## config.mk

```make
export PLATFORM = sky130hd
export DESIGN_NAME = video_scaler_top
export DESIGN_NICKNAME = d
export VERILOG_FILES = /design/src/hw/scaler_pkg.sv /design/src/hw/in_frame_meter.sv /design/src/hw/line_doubler.sv /design/src/hw/out_raster_gen.sv /design/src/hw/video_scaler_top.sv
export VERILOG_INCLUDE_DIRS = /design/src /design/src/hw
export SDC_FILE = /design/constraint.sdc
export NUM_CORES = 1
export LEC_CHECK = 0
export ABC_CLOCK_PERIOD_IN_PS = 3510
export BUFFER_PORTS_ARGS = -buffer_cell sky130_fd_sc_hd__buf_2
export CORE_MARGIN = 5
export CORE_UTILIZATION = 63
export CTS_BUF_LIST = sky130_fd_sc_hd__clkbuf_4
export CTS_CLUSTER_DIAMETER = 50
export DETAILED_ROUTE_END_ITERATION = 10
export PLACE_DENSITY = 0.8
export SYNTH_ARGS = -nofsm -noshare
export SYNTH_HDL_FRONTEND = slang
export SYNTH_SLANG_ARGS = --single-unit
```

## constraint.sdc

```tcl
create_clock -name i_clk -period 3.51 [get_ports i_clk]
set_input_delay 0.1755 -clock i_clk [delete_from_list [all_inputs] [get_ports i_clk]]
set_output_delay 0.1755 -clock i_clk [all_outputs]
set_load 0.01 [all_outputs]
```

## src/hw/scaler_defs.svh

```systemverilog
`ifndef SCALER_DEFS_SVH
`define SCALER_DEFS_SVH

////////////////////////////////////////
// Input raster
////////////////////////////////////////

// Bits per colour component
`define COMP_W 4

// Input pixels per line
`define IN_H_ACTIVE 16
`define IN_H_TOTAL 20

// Input lines per frame
`define IN_V_ACTIVE 12
`define IN_V_TOTAL 15

// Clocks per input pixel
`define PIX_DIV 4

////////////////////////////////////////
// Output raster
////////////////////////////////////////

// Integer scale factor, both axes
`define SCALE 2

// Derived output geometry
`define OUT_H_ACTIVE (`IN_H_ACTIVE * `SCALE)
`define OUT_H_TOTAL (`IN_H_TOTAL * `SCALE)
`define OUT_V_ACTIVE (`IN_V_ACTIVE * `SCALE)
`define OUT_V_TOTAL (`IN_V_TOTAL * `SCALE)

// Sync windows inside blanking
`define OUT_HS_START 34
`define OUT_HS_LEN 4
`define OUT_VS_START 26
`define OUT_VS_LEN 2

// One input line in clocks
`define ALIGN_DELAY (`IN_H_TOTAL * `PIX_DIV)

`endif

```

## src/hw/scaler_pkg.sv

```systemverilog
`include "scaler_defs.svh"

package scaler_pkg;

	////////////////////////////////////////
	// Video data
	////////////////////////////////////////

	// RGB word, red on top then green then blue
	typedef logic [3*`COMP_W-1:0] pixel_t;

	////////////////////////////////////////
	// Raster coordinates
	////////////////////////////////////////

	// Covers the 40-clock output line
	typedef logic [6:0] hcount_t;

	// Covers the 30-line output frame
	typedef logic [5:0] vcount_t;

	// Lock FSM of the frame meter
	typedef enum logic [1:0] {
		MTR_SEARCH,
		MTR_MEASURE,
		MTR_LOCKED
	} meter_state_t;

endpackage

```

## src/hw/in_frame_meter.sv

```systemverilog
`timescale 1ns/1ps
`include "scaler_defs.svh"

module in_frame_meter
	import scaler_pkg::*;
(
	input  logic    i_clk,
	input  logic    i_rst_n,
	input  logic    i_pix_ce,
	input  logic    i_hblank,
	input  logic    i_vblank,
	output logic    o_frame_start,
	output logic    o_locked,
	output hcount_t o_width,
	output vcount_t o_height
);

	// Expected geometry
	localparam hcount_t W_EXP = hcount_t'(`IN_H_ACTIVE);
	localparam vcount_t H_EXP = vcount_t'(`IN_V_ACTIVE);

	meter_state_t state;
	logic         hblank_q;
	logic         vblank_q;
	logic         active;
	logic         line_start;
	logic         line_end;
	logic         frame_end;
	logic         frame_match;
	hcount_t      px_cnt;
	hcount_t      first_w;
	vcount_t      ln_cnt;

	////////////////////////////////////////
	// Blanking edges
	////////////////////////////////////////

	assign active = i_pix_ce && !i_hblank && !i_vblank;
	assign line_start = active && hblank_q;
	assign line_end = i_pix_ce && i_hblank && !hblank_q;
	assign o_frame_start = i_pix_ce && !i_vblank && vblank_q;
	assign frame_end = i_pix_ce && i_vblank && !vblank_q;

	// Blank state of the previous enabled sample
	// Reset counts as blanking
	always_ff @(posedge i_clk or negedge i_rst_n) begin
		if (!i_rst_n) begin
			hblank_q <= 1'b1;
			vblank_q <= 1'b1;
		end else if (i_pix_ce) begin
			hblank_q <= i_hblank;
			vblank_q <= i_vblank;
		end
	end

	////////////////////////////////////////
	// Width and height counters
	////////////////////////////////////////

	always_ff @(posedge i_clk or negedge i_rst_n) begin
		if (!i_rst_n) begin
			px_cnt <= '0;
			ln_cnt <= '0;
			first_w <= '0;
		end else begin
			// Active pixels on the current line
			if (line_start) begin
				px_cnt <= hcount_t'(1);
			end else if (active) begin
				px_cnt <= px_cnt + 1'b1;
			end
			// Active lines since frame start
			if (o_frame_start) begin
				ln_cnt <= vcount_t'(1);
			end else if (line_start) begin
				ln_cnt <= ln_cnt + 1'b1;
			end
			// Width taken from the first line only
			if (line_end && (ln_cnt == vcount_t'(1))) begin
				first_w <= px_cnt;
			end
		end
	end

	////////////////////////////////////////
	// Lock FSM
	////////////////////////////////////////

	assign frame_match = (first_w == W_EXP) && (ln_cnt == H_EXP);
	assign o_locked = (state == MTR_LOCKED);

	// Steps once per frame, at the start of vertical blanking
	always_ff @(posedge i_clk or negedge i_rst_n) begin
		if (!i_rst_n) begin
			state <= MTR_SEARCH;
			o_width <= '0;
			o_height <= '0;
		end else if (frame_end) begin
			o_width <= first_w;
			o_height <= ln_cnt;
			case (state)
				MTR_SEARCH: begin
					if (frame_match) begin
						state <= MTR_MEASURE;
					end
				end
				MTR_MEASURE: begin
					state <= frame_match ? MTR_LOCKED : MTR_SEARCH;
				end
				default: begin
					// Any bad frame drops lock
					if (!frame_match) begin
						state <= MTR_SEARCH;
					end
				end
			endcase
		end
	end

	// Start pulse lasts one clock of the pixel enable
	a_frame_start_single: assert property (
		@(posedge i_clk) disable iff (!i_rst_n)
		o_frame_start |=> !o_frame_start
	);

endmodule

```

## src/hw/line_doubler.sv

```systemverilog
`timescale 1ns/1ps
`include "scaler_defs.svh"

module line_doubler
	import scaler_pkg::*;
(
	input  logic   i_clk,
	input  logic   i_rst_n,
	input  logic   i_pix_ce,
	input  pixel_t i_pixel,
	input  logic   i_hblank,
	input  logic   i_vblank,
	input  logic   i_frame_start,
	input  logic   i_locked,
	input  logic   i_out_hblank,
	input  logic   i_out_vblank,
	output pixel_t o_pixel
);

	// Line buffer address width
	localparam int AW = $clog2(`IN_H_ACTIVE);
	localparam hcount_t W_MAX = hcount_t'(`IN_H_ACTIVE);
	// Output raster in counter widths
	localparam hcount_t H_ACT = hcount_t'(`OUT_H_ACTIVE);
	localparam hcount_t H_LAST = hcount_t'(`OUT_H_TOTAL - 1);
	localparam vcount_t V_ACT = vcount_t'(`OUT_V_ACTIVE);
	localparam vcount_t V_LAST = vcount_t'(`OUT_V_TOTAL - 1);

	// Ping-pong buffers, selected by input line parity
	pixel_t line_buf [2][`IN_H_ACTIVE];

	logic          wr_en;
	logic          wr_par;
	logic          wr_buf;
	hcount_t       wr_addr;
	logic          out_hblank_q;
	logic          out_vblank_q;
	logic          out_hfall;
	logic          out_vfall;
	hcount_t       col_q;
	hcount_t       cur_col;
	hcount_t       nx_col;
	vcount_t       ln_q;
	vcount_t       cur_line;
	vcount_t       nx_line;
	vcount_t       src_line;
	logic          nx_active;
	logic          rd_buf;
	logic [AW-1:0] rd_addr;
	pixel_t        rd_pix;

	////////////////////////////////////////
	// Write side
	////////////////////////////////////////

	assign wr_en = i_pix_ce && !i_hblank && !i_vblank;
	// First line of a frame always lands in buffer 0
	assign wr_buf = i_frame_start ? 1'b0 : wr_par;

	always_ff @(posedge i_clk or negedge i_rst_n) begin
		if (!i_rst_n) begin
			wr_par <= 1'b0;
			wr_addr <= '0;
		end else if (i_frame_start) begin
			wr_par <= 1'b0;
			wr_addr <= hcount_t'(1);
		end else if (wr_en) begin
			wr_addr <= wr_addr + 1'b1;
		end else if (i_pix_ce && i_hblank) begin
			// Flip buffers only after a line that had pixels
			if (wr_addr != '0) begin
				wr_par <= ~wr_par;
			end
			wr_addr <= '0;
		end
	end

	always_ff @(posedge i_clk) begin
		if (wr_en) begin
			line_buf[wr_buf][wr_addr[AW-1:0]] <= i_pixel;
		end
	end

	////////////////////////////////////////
	// Read side
	////////////////////////////////////////

	// Position shown now, resynced on falling blank edges
	assign out_hfall = out_hblank_q && !i_out_hblank;
	assign out_vfall = out_vblank_q && !i_out_vblank;
	assign cur_col = out_hfall ? '0 : col_q;
	assign cur_line = out_vfall ? '0 : ln_q;

	// Position shown on the next clock
	assign nx_col = (cur_col == H_LAST) ? '0 : cur_col + 1'b1;
	assign nx_line = (cur_col != H_LAST) ? cur_line :
		(cur_line == V_LAST) ? '0 : cur_line + 1'b1;
	assign nx_active = (nx_col < H_ACT) && (nx_line < V_ACT);

	// Two output lines per input line, two clocks per input pixel
	assign src_line = nx_line / vcount_t'(`SCALE);
	assign rd_buf = src_line[0];
	assign rd_addr = AW'(nx_col / hcount_t'(`SCALE));
	assign rd_pix = line_buf[rd_buf][rd_addr];

	// Pixel register lines up with the registered blanks
	always_ff @(posedge i_clk or negedge i_rst_n) begin
		if (!i_rst_n) begin
			out_hblank_q <= 1'b1;
			out_vblank_q <= 1'b1;
			col_q <= '0;
			ln_q <= '0;
			o_pixel <= '0;
		end else begin
			out_hblank_q <= i_out_hblank;
			out_vblank_q <= i_out_vblank;
			col_q <= nx_col;
			ln_q <= nx_line;
			o_pixel <= (i_locked && nx_active) ? rd_pix : '0;
		end
	end

	// Input lines never run past the buffer
	a_wr_addr_range: assert property (
		@(posedge i_clk) disable iff (!i_rst_n)
		wr_en |-> (wr_addr < W_MAX)
	);

endmodule

```

## src/hw/out_raster_gen.sv

```systemverilog
`timescale 1ns/1ps
`include "scaler_defs.svh"

module out_raster_gen
	import scaler_pkg::*;
(
	input  logic i_clk,
	input  logic i_rst_n,
	input  logic i_frame_start,
	output logic o_hblank,
	output logic o_vblank,
	output logic o_hsync_n,
	output logic o_vsync_n
);

	// Horizontal windows
	localparam hcount_t H_ACT = hcount_t'(`OUT_H_ACTIVE);
	localparam hcount_t H_LAST = hcount_t'(`OUT_H_TOTAL - 1);
	localparam hcount_t HS_BEG = hcount_t'(`OUT_HS_START);
	localparam hcount_t HS_END = hcount_t'(`OUT_HS_START + `OUT_HS_LEN);
	// Vertical windows
	localparam vcount_t V_ACT = vcount_t'(`OUT_V_ACTIVE);
	localparam vcount_t V_LAST = vcount_t'(`OUT_V_TOTAL - 1);
	localparam vcount_t VS_BEG = vcount_t'(`OUT_VS_START);
	localparam vcount_t VS_END = vcount_t'(`OUT_VS_START + `OUT_VS_LEN);
	// Alignment delay
	localparam int DLY_W = $clog2(`ALIGN_DELAY);
	localparam logic [DLY_W-1:0] DLY_LAST = DLY_W'(`ALIGN_DELAY - 1);

	logic [DLY_W-1:0] dly_cnt;
	logic             dly_run;
	logic             align;
	logic             running;
	hcount_t          h_cnt;
	vcount_t          v_cnt;
	logic             hs_win;
	logic             vs_win;

	////////////////////////////////////////
	// Frame alignment
	////////////////////////////////////////

	// Counters hit 0,0 one input line after frame start
	assign align = dly_run && (dly_cnt == DLY_LAST);

	always_ff @(posedge i_clk or negedge i_rst_n) begin
		if (!i_rst_n) begin
			dly_run <= 1'b0;
			dly_cnt <= '0;
		end else if (i_frame_start) begin
			dly_run <= 1'b1;
			dly_cnt <= DLY_W'(1);
		end else if (align) begin
			dly_run <= 1'b0;
		end else if (dly_run) begin
			dly_cnt <= dly_cnt + 1'b1;
		end
	end

	////////////////////////////////////////
	// Raster counters
	////////////////////////////////////////

	always_ff @(posedge i_clk or negedge i_rst_n) begin
		if (!i_rst_n) begin
			running <= 1'b0;
			h_cnt <= '0;
			v_cnt <= '0;
		end else if (align) begin
			running <= 1'b1;
			h_cnt <= '0;
			v_cnt <= '0;
		end else if (h_cnt == H_LAST) begin
			h_cnt <= '0;
			v_cnt <= (v_cnt == V_LAST) ? '0 : v_cnt + 1'b1;
		end else begin
			h_cnt <= h_cnt + 1'b1;
		end
	end

	// Sync windows sit inside blanking
	assign hs_win = (h_cnt >= HS_BEG) && (h_cnt < HS_END);
	assign vs_win = (v_cnt >= VS_BEG) && (v_cnt < VS_END);

	// All blank, no sync until first alignment
	always_ff @(posedge i_clk or negedge i_rst_n) begin
		if (!i_rst_n) begin
			o_hblank <= 1'b1;
			o_vblank <= 1'b1;
			o_hsync_n <= 1'b1;
			o_vsync_n <= 1'b1;
		end else begin
			o_hblank <= !running || (h_cnt >= H_ACT);
			o_vblank <= !running || (v_cnt >= V_ACT);
			o_hsync_n <= !(running && hs_win);
			o_vsync_n <= !(running && vs_win);
		end
	end

	// Vertical sync never leaks into the picture
	a_vsync_in_vblank: assert property (
		@(posedge i_clk) disable iff (!i_rst_n)
		!o_vsync_n |-> o_vblank
	);

endmodule

```

## src/hw/video_scaler_top.sv

```systemverilog
`timescale 1ns/1ps

module video_scaler_top
	import scaler_pkg::*;
(
	input  logic    i_clk,
	input  logic    i_rst_n,
	input  logic    i_pix_ce,
	input  pixel_t  i_pixel,
	input  logic    i_hblank,
	input  logic    i_vblank,
	output pixel_t  o_pixel,
	output logic    o_hblank,
	output logic    o_vblank,
	output logic    o_hsync_n,
	output logic    o_vsync_n,
	output logic    o_locked,
	output hcount_t o_width,
	output vcount_t o_height
);

	// First input pixel of each frame
	logic frame_start;

	////////////////////////////////////////
	// Input side
	////////////////////////////////////////

	in_frame_meter meter_i (
		.i_clk        (i_clk),
		.i_rst_n      (i_rst_n),
		.i_pix_ce     (i_pix_ce),
		.i_hblank     (i_hblank),
		.i_vblank     (i_vblank),
		.o_frame_start(frame_start),
		.o_locked     (o_locked),
		.o_width      (o_width),
		.o_height     (o_height)
	);

	// Buffers written at input rate, read at output rate
	line_doubler doubler_i (
		.i_clk        (i_clk),
		.i_rst_n      (i_rst_n),
		.i_pix_ce     (i_pix_ce),
		.i_pixel      (i_pixel),
		.i_hblank     (i_hblank),
		.i_vblank     (i_vblank),
		.i_frame_start(frame_start),
		.i_locked     (o_locked),
		.i_out_hblank (o_hblank),
		.i_out_vblank (o_vblank),
		.o_pixel      (o_pixel)
	);

	////////////////////////////////////////
	// Output timing
	////////////////////////////////////////

	out_raster_gen raster_i (
		.i_clk        (i_clk),
		.i_rst_n      (i_rst_n),
		.i_frame_start(frame_start),
		.o_hblank     (o_hblank),
		.o_vblank     (o_vblank),
		.o_hsync_n    (o_hsync_n),
		.o_vsync_n    (o_vsync_n)
	);

endmodule

```

Word level (Yosys, flattened, before mapping)
Memory sizes are Yosys's and may differ from the RTL's.
Index checks and enable logic that the tools add are counted.
{"block": "totals", "ff_bits": 98, "latchBits": 0, "ramBits": 384, "romBits": 0, "input_bits": 17, "out_inout_bits": 30, "elab_cells": 146, "n_memories": 1}
{"memory": "doubler_i.line_buf", "depth": 2, "word_bits": 192, "read_ports": 1, "rd_clocked_by_memory_dff": 0, "wr": 1, "line_no": "line_doubler.sv:30", "source": "pixel_t line_buf [2][`IN_H_ACTIVE];"}
{"block": "op_classes", "add_sub_neg": 8, "mul": 0, "n_div": 0, "n_lt_le_gt_ge": 11, "eq_ne": 15, "shift": 0, "muxes": 39, "bitwise": 3, "n_reduce_logical": 45}
{"op": "2-to-1 mux 192 bit", "count": 1}
{"op": "2-to-1 mux 7 bit", "count": 12}
{"op": "binary-select mux 12 bit (select 4 bit)", "count": 1}
{"op": "demux 12 bit (select 4 bit)", "count": 1}
{"op": "2-to-1 mux 12 bit", "count": 4}
{"op": "2-to-1 mux 6 bit", "count": 8}
{"op": "adder 7 x 1 -> 7 bit (second input constant)", "count": 5}
{"op": "logical AND 1 bit", "count": 21}
{"op": "adder 6 x 1 -> 6 bit (second input constant)", "count": 3}
{"op": "== test 7 x 6 -> 1 bit (second input constant)", "count": 2}
{"op": ">= comparator 7 x 6 -> 1 bit (second input constant)", "count": 2}
{"op": "less-than comparator 7 x 6 -> 1 bit (second input constant)", "count": 2}
{"op": "nonzero test 2 bit", "count": 7}
{"op": "== test 6 x 5 -> 1 bit (second input constant)", "count": 2}
{"op": ">= comparator 6 x 5 -> 1 bit (second input constant)", "count": 2}
{"op": "less-than comparator 6 x 5 -> 1 bit (second input constant)", "count": 2}
{"op": ">= comparator 5 bit (second input constant)", "count": 2}
{"op": "inverter 4 -> 5 bit", "count": 2}
{"op": "logical NOT 1 bit", "count": 9}
{"op": "2-to-1 mux 1 bit", "count": 8}
{"op": "== test 7 x 5 -> 1 bit (second input constant)", "count": 1}
{"op": "== test 7 bit (second input constant)", "count": 1}
{"op": "inequality test 7 x 6 -> 1 bit (second input constant)", "count": 1}
{"op": "nonzero test 7 bit", "count": 1}
{"op": "16 further kinds", "count": 21}

Longest topological paths before layout
Gate-level depths: netlist (run 1).
An unclocked memory read counts as a cell.
{"block": "logic_depth", "word_depth": 11, "ltp_mapped": 14, "mapped_depth_nobuf": 12}

Hierarchy
Synthesis (run 1) repeated with hierarchy kept, for this count alone.
{"block": "hier_totals", "cells_unflattened": 1513, "hier_area_um2": 20275.7}
{"module": "line_doubler", "instances": 1, "cells_per_inst": 1231, "area_each_um2": 17326.6, "seq_area_each_um2": 12409.4}
{"module": "in_frame_meter", "instances": 1, "cells_per_inst": 156, "area_each_um2": 1660.3, "seq_area_each_um2": 928.4}
{"module": "out_raster_gen", "instances": 1, "cells_per_inst": 126, "area_each_um2": 1288.7, "seq_area_each_um2": 655.6}

Worst setup path before layout (run 1)
No wires, ideal clock.
{"block": "synth_timing", "path_kind": "reg-to-reg", "startpoint": "register raster_i.o_hblank", "endpoint": "register doubler_i.o_pixel[1]", "setup_ns": 0.101, "arrival_time_ns": 2.727, "t_required_ns": 3.409, "setup_slack_ns": 0.682, "stages_incl_launch_ff": 12, "n_path_buf": 2, "synth_period_minus_slack_ns": 2.828, "cell_sequence": "dfstp_2 > nand2b_1 > and2_1 > ha_1 > and4bb_1 > and3_1 > buf_4 > nor3_1 > or3b_1 > a311o_1 > buf_2 > nor4_1"}
{"block": "synth_between", "word_cells_on_any_way": 18, "cone_classes": "add/sub (1); order compare (2); eq/ne (2); mux (7); bitwise (1); reduce/logical (4); memory (1)"}
{"element": "from (decl)", "line_no": "out_raster_gen.sv:10", "source": "output logic o_hblank,"}
{"element": "from (signal assigned)", "line_no": "out_raster_gen.sv:93", "source": "o_hblank <= !running || (h_cnt >= H_ACT);"}
{"element": "logical NOT 1 bit *", "line_no": "line_doubler.sv:89", "source": "assign out_hfall = out_hblank_q && !i_out_hblank;"}
{"element": "logical AND 1 bit *", "line_no": "line_doubler.sv:89"}
{"element": "2-to-1 mux 7 bit *", "line_no": "line_doubler.sv:91", "source": "assign cur_col = out_hfall ? '0 : col_q;"}
{"element": "adder 7 x 1 -> 7 bit or == test 7 x 6 -> 1 bit (tied branches)", "line_no": "line_doubler.sv:95", "source": "assign nx_col = (cur_col == H_LAST) ? '0 : cur_col + 1'b1;"}
{"element": "2-to-1 mux 7 bit *", "line_no": "line_doubler.sv:95"}
{"element": "net doubler_i.nx_col[5]", "line_no": "line_doubler.sv:42", "source": "hcount_t nx_col;"}
{"element": "less-than comparator 7 x 6 -> 1 bit *", "line_no": "line_doubler.sv:98", "source": "assign nx_active = (nx_col < H_ACT) && (nx_line < V_ACT);"}
{"element": "logical AND 1 bit *", "line_no": "line_doubler.sv:98"}
{"element": "logical AND 1 bit *", "line_no": "line_doubler.sv:119", "source": "o_pixel <= (i_locked && nx_active) ? rd_pix : '0;"}
{"element": "2-to-1 mux 12 bit *", "line_no": "line_doubler.sv:119"}
{"element": "to (signal assigned)", "line_no": "line_doubler.sv:119"}
{"element": "to (decl)", "line_no": "line_doubler.sv:17", "source": "output pixel_t o_pixel"}
Mark *: on every way through the listed nets, which the timed path passes. The rest lies on a longest branch. The select of a mux whose other input is x is not followed.
A chain may end at the register's enable or synchronous reset.

Worst setup path in the final report (run 1)
{"block": "layout_timing", "startpoint": "register raster_i.o_hblank", "endpoint": "register doubler_i.o_pixel[4]"}
{"block": "layout_between", "elab_chain_len": 10, "word_cells_on_any_way": 18, "cone_classes": "add/sub (1); order compare (2); eq/ne (2); mux (7); bitwise (1); reduce/logical (4); memory (1)"}
{"element": "logical NOT 1 bit *", "line_no": "line_doubler.sv:89"}
{"element": "logical AND 1 bit *", "line_no": "line_doubler.sv:89"}
{"element": "2-to-1 mux 7 bit *", "line_no": "line_doubler.sv:91"}
{"element": "adder 7 x 1 -> 7 bit (tied with other cells)", "line_no": "line_doubler.sv:95"}
{"element": "2-to-1 mux 7 bit or 2-to-1 mux 6 bit (tied branches)", "line_no": "line_doubler.sv:95, line_doubler.sv:96"}
{"element": "inverter 4 -> 5 bit (implied by the code) or memory read (2 x 192 bit) (tied branches)"}
{"element": "binary-select mux 12 bit (select 4 bit)", "line_no": "line_doubler.sv:104", "source": "assign rd_pix = line_buf[rd_buf][rd_addr];"}
{"element": "2-to-1 mux 12 bit (implied by the code) (2 in series)", "line_no": "line_doubler.sv:104"}
{"element": "2-to-1 mux 12 bit *", "line_no": "line_doubler.sv:119"}
Mark *: on every way between the ends. The rest lies on a longest branch, timed or not. The select of a mux whose other input is x is not followed.

==> results of run 1 <==
==> registers in the layout (all words and copies together) (netlist names), 2 cells and up <==
register / flops
doubler_i.line_buf: 384
doubler_i.o_pixel: 12
doubler_i.col_q: 7
doubler_i.wr_addr: 7
meter_i.first_w: 7
meter_i.o_width: 7
meter_i.px_cnt: 7
raster_i.dly_cnt: 7
raster_i.h_cnt: 7
doubler_i.ln_q: 6
meter_i.ln_cnt: 6
meter_i.o_height: 6
raster_i.v_cnt: 6
meter_i.state: 2
==> through the flow <==
step	cells	worst slack, ns	util [%]	hold slack [ns]
after floorplan	1329	0.682	-	-0.120
after global placement	1756	0.328	66.9	0.368
after detailed placement	1756	0.199	66.9	0.374
after CTS	1995	0.125	72.7	0.00486
after global routing	1996	0.0196	72.7	0.0175
final	1996	0.146	72.7	0.0583
==> cells in the final DEF (no fill, tap or decap), drive strengths merged, types with 3 or more instances in the layout <==
cell type,n
edfxtp,384
clkbuf,192
nand2,161
buf,99
dfrtp,90
a21oi,88
mux2i,74
nor2,72
a211oi,46
and2,30
o21ai,28
nand3,26
clkinv,26
a221oi,25
mux4,24
o211ai,22
inv,21
dlygate4sd3,18
ha,15
nor3,13
xnor2,12
a22oi,12
xor2,12
nor4,12
o22a,11
mux2,9
dfstp,8
nand4,7
and3,7
nor2b,6
a31oi,6
nand2b,5
o22ai,5
or3,3
o31ai,3
nor4b,3
or2,3
==> final timing paths <==
| kind | cells past startpoint | startpoint | endpoint | slack (ns) |
|---|---|---|---|---|
| min in group asynchronous | 2 | i_rst_n | meter_i.state[0]$_DFFE_PN0P_ | 0.11 |
| min reg2reg | 0 | raster_i.o_hblank$_DFF_PN1_ | doubler_i.out_hblank_q$_DFF_PN1_ | 0.38 |
| max reg2reg | 10 | raster_i.o_hblank$_DFF_PN1_ | doubler_i.o_pixel[4]$_DFF_PN0_ | 0.15 |
| min | 1 | i_pixel[6] | doubler_i.line_buf[1][162]$_DFFE_PP_ | 0.06 |
| max in group asynchronous | 3 | i_rst_n | doubler_i.out_vblank_q$_DFF_PN1_ | 2.42 |
| max | 10 | raster_i.o_hblank$_DFF_PN1_ | doubler_i.o_pixel[4]$_DFF_PN0_ | 0.15 |
==> area by class of cell <==
cell class	instances	share of cell area, %
Timing Repair Buffer	117	3.99
Clock buffer	192	6.49
Sequential cell	482	63.0
Multi-Input combinational cell	759	23.1
Clock inverter	29	0.727
Tap cell	396	2.23
Inverter	20	0.372
Antenna cell	1	0.0113
==> timing repair <==
item,in CTS,in global routing
resized for setup,0,3
endpoints found under the setup margin,0,6
hold buffers,18,0
endpoints found under the hold margin,362,0
==> cells by family after synthesis <==
| family | share of synthesized area (%) |
|---|---|
| flops | 71.9 |
| simple gates | 8.49 |
| compound gates | 8.52 |
| mux | 7.10 |
| buf+inv | 1.94 |
| xor+xnor | 1.08 |
| fa+ha+maj | 0.964 |
==> power breakdown <==
group	internal [mW]	total (mW)	switching (mW)	leakage, nW
registers	6.51	6.82	0.309	4.71
clock network	2.55	4.75	2.20	0.955
logic	3.21	8.33	5.12	2.60
total	12.3	19.9	7.62	8.27
==> worst max-delay path: cells and delay by family (launching register included) <==
kind	cells	cell delay, ns
compound gates	2	0.66
fa+ha+maj	1	0.17
buf+inv	1	0.51
flops	1	0.55
simple gates	6	1.32
==> routing by layer <==
| metal | vias to the layer above | part of all wire [%] | routed length, um | global-route usage, % |
|---|---|---|---|---|
| li1 | 5476 | - | - | - |
| met2 | 703 | 49 | 22100 | 42.4 |
| met4 | 0 | 3.5 | 1580 | 11.2 |
| met1 | 6079 | 38 | 16900 | 35.6 |
| met3 | 127 | 9.9 | 4450 | 6.45 |
| met5 | - | 0 | 0 | 0 |
==> flow_summary.toml, run 1 <==
[status]
status = "finished, final reports clean"

[grt]
grt_pass1_vias = 12500
antenna_found_initial = 1
grt_max_degree = 97
grt_use_total_pct = 26.6
grt-ovfl-total = 0
grt_pass1_wl_um = 69800

[sta]
fin_crit_sh_pct = 95.8
hold_viol = 0
relSlewSlack_pct = 36.4
report.final.slew_viol_count = 0
finalClockSkew_ns = 0.0430
worst_slew_pin_slew_ns = 0.954
min_period_ns = 3.36
fin_tns_setup_ns = 0
setup_viol = 0
grt_setup_unrepaired = "false"
fmax_mhz = 297

[detailed_routing]
viasPerCell = 6.20
wl_per_cell_um = 22.6
drt-pass1-iter-count = 6
ant_nets = 0
drt_drc_violations_left = 0
vias = 12400
drtIter0Drc = 1513
totalWireLength_um = 45000

[layout]
final_area_sq_um = 22200
multi_input_area_sq_um = 5130
area_growth_pct = 14.0
seq_area_sq_um = 14000
drive_above_1_share_pct = 22.1
nets = 1528
fillers = 1857

[floorplanning]
fp.dieW_um = 186
core_area_sq_um = 30500
start_util_pct = 63.8
dieArea_sq_um = 34500
die_h_um = 186
io_pins = 47
rows = 64

[yosys]
postSynthAreaPerCell_sq_um = 14.6
synth.most_common_cell = "edfxtp_1"
ys.flop_type = "edfxtp_1"
synth_top_area_share_pct = 59.2
synthTopCellsByCount = "edfxtp_1, nand2_1, dfrtp_1, a21oi_1, mux2i_1"
synth_top_area_cell = "edfxtp_1"
syn-num-nets = 1361
synth_area_leaders = "edfxtp_1, dfrtp_1, mux2i_1, nand2_1, mux4_2"
ys_ff_latch = 482
synth_cell_type_count = 56
syn_area_sq_um = 19500
postSynth.asyncResetShare_pct = 20.3
synthCells = 1329
ys_seq_area_share_pct = 71.9
yosysWarnings = 0
synth_edf_count = 384

[critical_path]
crit_path_end_kind = "register"
crit_type = "reg2reg"
max_stage_delay_ns = 0.55
slowest_stage = "dfstp_2"
arrival_ns = 3.96
startpoint_type = "register"
critPathRequiredTime_ns = 4.11
crit_chain = "nand2b_1, and2_1, ha_1, and4bb_1, or3_1, a21o_2, buf_4, nand3_1, o211ai_1, nor4_2"
worst-path-max-fanout = 50

[clocking]
numCtsBuffers = 116
cts.clk_slew.worst_paths_ns = 0.06
cts_sinks = 482
cts_max_path_buffers = 3
cts-root-buf = "clkbuf_4"
postCtsSetupRepairBufs = 0
h-tree-depth = 3
clk_latency_ns = 0.77
cts_tree = "built"

[power_and_ir_drop]
irDropWorstVdd_mv = 0.797
power_density_nw_per_um2 = 897
leakage_nw = 8.27
p_total_mw = 19.9

[hold_path]
hp-class = "in2reg"

[placed_design]
placed_cell_area_sq_um = 20400
place_hpwl_um = 27000
place.gp.congestion = 0.917
numPortBuffers = 46

[job]
maxCapViolations = 0
No activity file was read; power rests on OpenSTA's default activity.
==> run 2, diff against run 1 <==
--- a/config.mk
+++ b/config.mk
@@ -8,12 +8,12 @@
 export LEC_CHECK = 0
 export ABC_CLOCK_PERIOD_IN_PS = 3510
 export BUFFER_PORTS_ARGS = -buffer_cell sky130_fd_sc_hd__buf_2
-export CORE_MARGIN = 5
-export CORE_UTILIZATION = 63
+export CORE_MARGIN = 3
+export CORE_UTILIZATION = 50
 export CTS_BUF_LIST = sky130_fd_sc_hd__clkbuf_4
 export CTS_CLUSTER_DIAMETER = 50
 export DETAILED_ROUTE_END_ITERATION = 10
-export PLACE_DENSITY = 0.8
+export PLACE_DENSITY = 0.66
 export SYNTH_ARGS = -nofsm -noshare
 export SYNTH_HDL_FRONTEND = slang
 export SYNTH_SLANG_ARGS = --single-unit
==> run 2 against run 1 <==
Compared with the run above:
- critical path depth increased by 1
- clock skew decreased by 0.014 ns
- cell count up 5.7%
- setup slack better by 0.067 ns
- sequential cell count did not move
- maximum frequency up 2.0%
- clock power decreased by 2%
- count of clock-buffer cells in the layout is the same
- non-clock buffer count grew 2
==> flow_summary.toml, run 2 (synthesis results as in run 1) <==
[layout]
final_cell_mix = "edfxtp_1, clkbuf_4, nand2_1, dfrtp_1, a21oi_1"
stdcell_count = 2110
final_area_sq_um = 22300
final_common_cell = "edfxtp_1"
nets = 1533
drive_above_1_share_pct = 22.0
utilization_pct = 58.7
largest_register_ff_count = 384
area_growth_pct = 14.7

[critical_path]
startpoint_type = "register"
crit_buf_inv = 2
worstSetupPathDepth = 11
cp_top_family = "simple AND/OR/NAND/NOR gates"
arrival_ns = 3.93
max_stage_delay_ns = 0.58
r2r_cells = 11
crit_chain = "nand2b_1, and2_1, ha_1, and4bb_1, nand3_1, nand2_4, inv_6, buf_12, mux4_2, a211oi_1, nor4_1"
crit_type = "reg2reg"
crit_path_end_kind = "register"
worst-path-max-fanout = 19
slowest_stage = "a211oi_1"
critPathRequiredTime_ns = 4.14

[sta]
grt_setup_unrepaired = "false"
min_period_ns = 3.30
finalClockSkew_ns = 0.0292
relSlewSlack_pct = 32.7
setup_viol = 0
fin_tns_setup_ns = 0
fmax_mhz = 303
worst_slew_pin_slew_ns = 1.01
hold_viol = 0
fin_crit_sh_pct = 93.9
report.final.slew_viol_count = 0
fin_ws_ns = 0.213
holdWs_ns = 0.0815

[placed_design]
placedCellCount = 1872
pre_cts_ws_ns = 0.241
place_hpwl_um = 26800
numPortBuffers = 46
place.gp.congestion = 0.798
placed_cell_area_sq_um = 20600

[clocking]
cts_sinks = 482
numCtsBuffers = 119
cts.clk_slew.worst_paths_ns = 0.07
cts_tree = "built"
cts-root-buf = "clkbuf_4"
h-tree-depth = 3
cts_max_path_buffers = 3
clk_latency_ns = 0.80

[grt]
antenna_found_initial = 1
grt_pass1_wl_um = 67900
grt_use_total_pct = 21.6
grt-ovfl-total = 0
grt_pass1_vias = 11600
grt_max_degree = 97

[floorplanning]
rows = 71
fp.dieW_um = 203
io_pins = 47
dieArea_sq_um = 41300
start_util_pct = 51.2
core_area_sq_um = 38000
die_h_um = 203

[detailed_routing]
drtIter0Drc = 1114
top_layer = "met4"
drt-pass1-iter-count = 5
ant_nets = 0
viasPerCell = 5.68
met1_length_um = 19100
totalWireLength_um = 44200
drt_drc_violations_left = 0
wl_per_cell_um = 20.9
vias = 12000
dr_wl_met2_um = 19900
dr_wl_met3_um = 4150

[power_and_ir_drop]
p_total_mw = 19.9
irDropWorstVdd_mv = 0.865
power_density_nw_per_um2 = 892
leakage_nw = 8.26

[status]
status = "finished, final reports clean"

[hold_path]
hp-class = "in2async"

[job]
maxCapViolations = 0
## run 2: worst paths after layout
check	startpoint	endpoint	slack [ns]
setup reg to reg	doubler_i.out_hblank_q$_DFF_PN1_	doubler_i.o_pixel[5]$_DFF_PN0_	0.21
hold reg to reg	raster_i.o_vblank$_DFF_PN1_	doubler_i.out_vblank_q$_DFF_PN1_	0.38
hold / removal	i_rst_n	doubler_i.wr_addr[4]$_DFFE_PN0P_	0.08
min in group i_clk	i_hblank	doubler_i.wr_addr[4]$_DFFE_PN0P_	0.27
setup / recovery	doubler_i.out_hblank_q$_DFF_PN1_	doubler_i.o_pixel[5]$_DFF_PN0_	0.21
max in group asynchronous	i_rst_n	raster_i.o_vblank$_DFF_PN1_	2.45
## run 2: timing repair
| action | in CTS | in global routing |
|---|---|---|
| setup buffers | 0 | 0 |
| resized for setup | 0 | 0 |
| hold buffers | 19 | 0 |
| endpoints found under the hold margin | 485 | 0 |
## run 2: metal layers
metal  up-vias  global-route usage [%]
met3        71                    5.86
met1      5900                    31.5
met5         -                       0
met2       501                    31.7
li1       5506                       -
met4         0                    7.10
## run 2: power breakdown
part | internal [mW] | leakage (nW) | total, mW | switching (mW)
clock | 2.53 | 0.946 | 4.66 | 2.13
sequential | 6.52 | 4.71 | 6.83 | 0.316
combinational | 3.26 | 2.61 | 8.41 | 5.15
total | 12.3 | 8.26 | 19.9 | 7.60
## run 2: final cells by class
type,count,area (sq um)
Clock inverter,25,131
Antenna cell,2,5.00
Fill cell,3067,15700
Sequential cell,482,14000
Timing Repair Buffer,119,916
Inverter,20,80.1
Tap cell,511,639
Clock buffer,192,1440
Multi-Input combinational cell,759,5120
==> run 3, diff against run 2 <==
--- a/config.mk
+++ b/config.mk
@@ -9,11 +9,11 @@
 export ABC_CLOCK_PERIOD_IN_PS = 3510
 export BUFFER_PORTS_ARGS = -buffer_cell sky130_fd_sc_hd__buf_2
 export CORE_MARGIN = 3
-export CORE_UTILIZATION = 50
+export CORE_UTILIZATION = 53
 export CTS_BUF_LIST = sky130_fd_sc_hd__clkbuf_4
 export CTS_CLUSTER_DIAMETER = 50
 export DETAILED_ROUTE_END_ITERATION = 10
-export PLACE_DENSITY = 0.66
+export PLACE_DENSITY = 0.74
 export SYNTH_ARGS = -nofsm -noshare
 export SYNTH_HDL_FRONTEND = slang
 export SYNTH_SLANG_ARGS = --single-unit
==> run 3 against run 2 <==
Compared with the run above:
- sequential power hardly changed
- clock skew is 0.050 ns higher
- maximum frequency is 1.6% lower
- sequential share of layout area is 0.28 points higher
- core utilization is 3.2 points higher
- via count is 1.4% higher
- power is 0.72% lower
- wire length is 0.92% higher
- largest cell class unchanged
- highest routed layer is now met5
==> flow_summary.toml, run 3 (synthesis results as in run 1) <==
[hold_path]
hp-class = "in2async"

[critical_path]
crit_type = "reg2reg"
reg2reg_to = "doubler_i.o_pixel[5]$_DFF_PN0_"
worst-path-max-fanout = 29
critPathRequiredTime_ns = 4.16
slowest_stage = "a211oi_1"
crit_buf_inv = 2
r2r_setup_slack_ns = 0.16
cp_top_family = "simple AND/OR/NAND/NOR gates"
startpoint_type = "register"
crit_path_end_kind = "register"
crit_chain = "nand2b_1, and2_1, ha_1, and4bb_1, nand3_1, nand2_4, inv_6, buf_12, mux4_2, a211oi_1, nor4_1"
max_stage_delay_ns = 0.58
arrival_ns = 4.00
r2r-start = "doubler_i.out_hblank_q$_DFF_PN1_"
r2r_cells = 11

[detailed_routing]
totalWireLength_um = 44600
vias = 12100
drt_drc_violations_left = 0
viasPerCell = 5.91
drtIter0Drc = 1151
ant_nets = 0
wl_per_cell_um = 21.7
drt-pass1-iter-count = 5

[floorplanning]
start_util_pct = 54.2
io_pins = 47
core_area_sq_um = 35900
die_h_um = 198
fp.dieW_um = 198
rows = 69
dieArea_sq_um = 39100

[clocking]
clk_latency_ns = 0.83
cts.clk_slew.worst_paths_ns = 0.07
cts_sinks = 482
cts_tree = "built"
cts_max_path_buffers = 3
cts-root-buf = "clkbuf_4"
h-tree-depth = 3
numCtsBuffers = 114

[placed_design]
numPortBuffers = 46
placed_cell_area_sq_um = 20600
placedCellCount = 1827
place_hpwl_um = 26900
place.gp.congestion = 0.855

[layout]
final_cell_mix = "edfxtp_1, clkbuf_4, nand2_1, dfrtp_1, a21oi_1"
utilization_pct = 61.9
final_common_cell = "edfxtp_1"
stdcell_count = 2055
area_growth_pct = 14.2
drive_above_1_share_pct = 21.8
multi_input_area_sq_um = 5120
largest_register_ff_count = 384
final_area_sq_um = 22200
fillers = 2690
nets = 1533
seq_area_sq_um = 14000

[grt]
grt_pass1_vias = 12100
grt-ovfl-total = 0
grt_use_total_pct = 23.2
grt_pass1_wl_um = 69300
grt_max_degree = 78
antenna_found_initial = 3

[sta]
hold_viol = 0
finalClockSkew_ns = 0.0793
report.final.slew_viol_count = 0
min_period_ns = 3.35
setup_viol = 0
relSlewSlack_pct = 29.0
fin_crit_sh_pct = 95.4
fmax_mhz = 299
fin_tns_setup_ns = 0
grt_setup_unrepaired = "false"
worst_slew_pin_slew_ns = 1.06

[power_and_ir_drop]
power_density_nw_per_um2 = 889
leakage_nw = 8.24
irDropWorstVdd_mv = 0.703

[status]
status = "finished, final reports clean"

[job]
maxCapViolations = 0
## run 3: worst max path at each step
stage,slack (ns),to,startpoint,cells past startpoint
floorplan,0.68,doubler_i.o_pixel[1]$_DFF_PN0_,raster_i.o_hblank$_DFF_PN1_,11
global placement,0.22,doubler_i.o_pixel[5]$_DFF_PN0_,doubler_i.out_hblank_q$_DFF_PN1_,11
detailed placement,0.18,doubler_i.o_pixel[5]$_DFF_PN0_,doubler_i.out_hblank_q$_DFF_PN1_,11
CTS,0.18,doubler_i.o_pixel[5]$_DFF_PN0_,doubler_i.out_hblank_q$_DFF_PN1_,11
global route,0.05,doubler_i.o_pixel[5]$_DFF_PN0_,doubler_i.out_hblank_q$_DFF_PN1_,11
finish,0.16,doubler_i.o_pixel[5]$_DFF_PN0_,doubler_i.out_hblank_q$_DFF_PN1_,11
## run 3: stage by stage
stage | power, mW | setup slack [ns] | hold slack, ns
after floorplan | 12.6 | 0.682 | -0.120
after global placement | 15.2 | 0.224 | 0.369
after detailed placement | 15.3 | 0.179 | 0.369
after CTS | 19.9 | 0.175 | 0.0900
after global routing | 20.9 | 0.0470 | 0.118
final | 19.8 | 0.160 | 0.126
## run 3: per-layer routing
layer | wire length (um) | vias to the layer above | GRT usage (%)
met5 | 13 | - | 0
li1 | - | 5483 | -
met4 | 857 | 2 | 7.44
met2 | 21100 | 585 | 35.9
met1 | 18300 | 5993 | 32.6
met3 | 4320 | 79 | 6.24
## run 3: final cells by class
type                    count  share of cell area, %
flip-flops and latches    482                   63.0
multi-input cells         759                   23.0
clock buffers             180                   6.08
repair buffers            124                   4.40
diodes                      3                 0.0338
well taps                 461                   2.59
clock inverters            26                  0.540
inverters                  20                  0.360
## run 3: worst reg2reg max path, stage by stage, from the launching register on
cell and delay (ns):
dfstp_2 0.52, nand2b_1 0.11, and2_1 0.20, ha_1 0.20
and4bb_1 0.24, nand3_1 0.16, nand2_4 0.10, inv_6 0.18
buf_12 0.24, mux4_2 0.55, a211oi_1 0.58, nor4_1 0.13
## run 3: power breakdown
part           leakage (nW)  switching, mW  internal, mW
Clock                 0.886           2.16          2.32
Combinational          2.64           5.04          3.43
Sequential             4.71          0.295          6.51
Total                  8.24           7.50          12.3
## run 3: timing repair
action / CTS / global route
hold endpoints to repair: 471 / 0
gates resized for setup: 0 / 1
setup buffers: 0 / 0
endpoints found under the setup margin: 0 / 6
hold buffers: 19 / 0
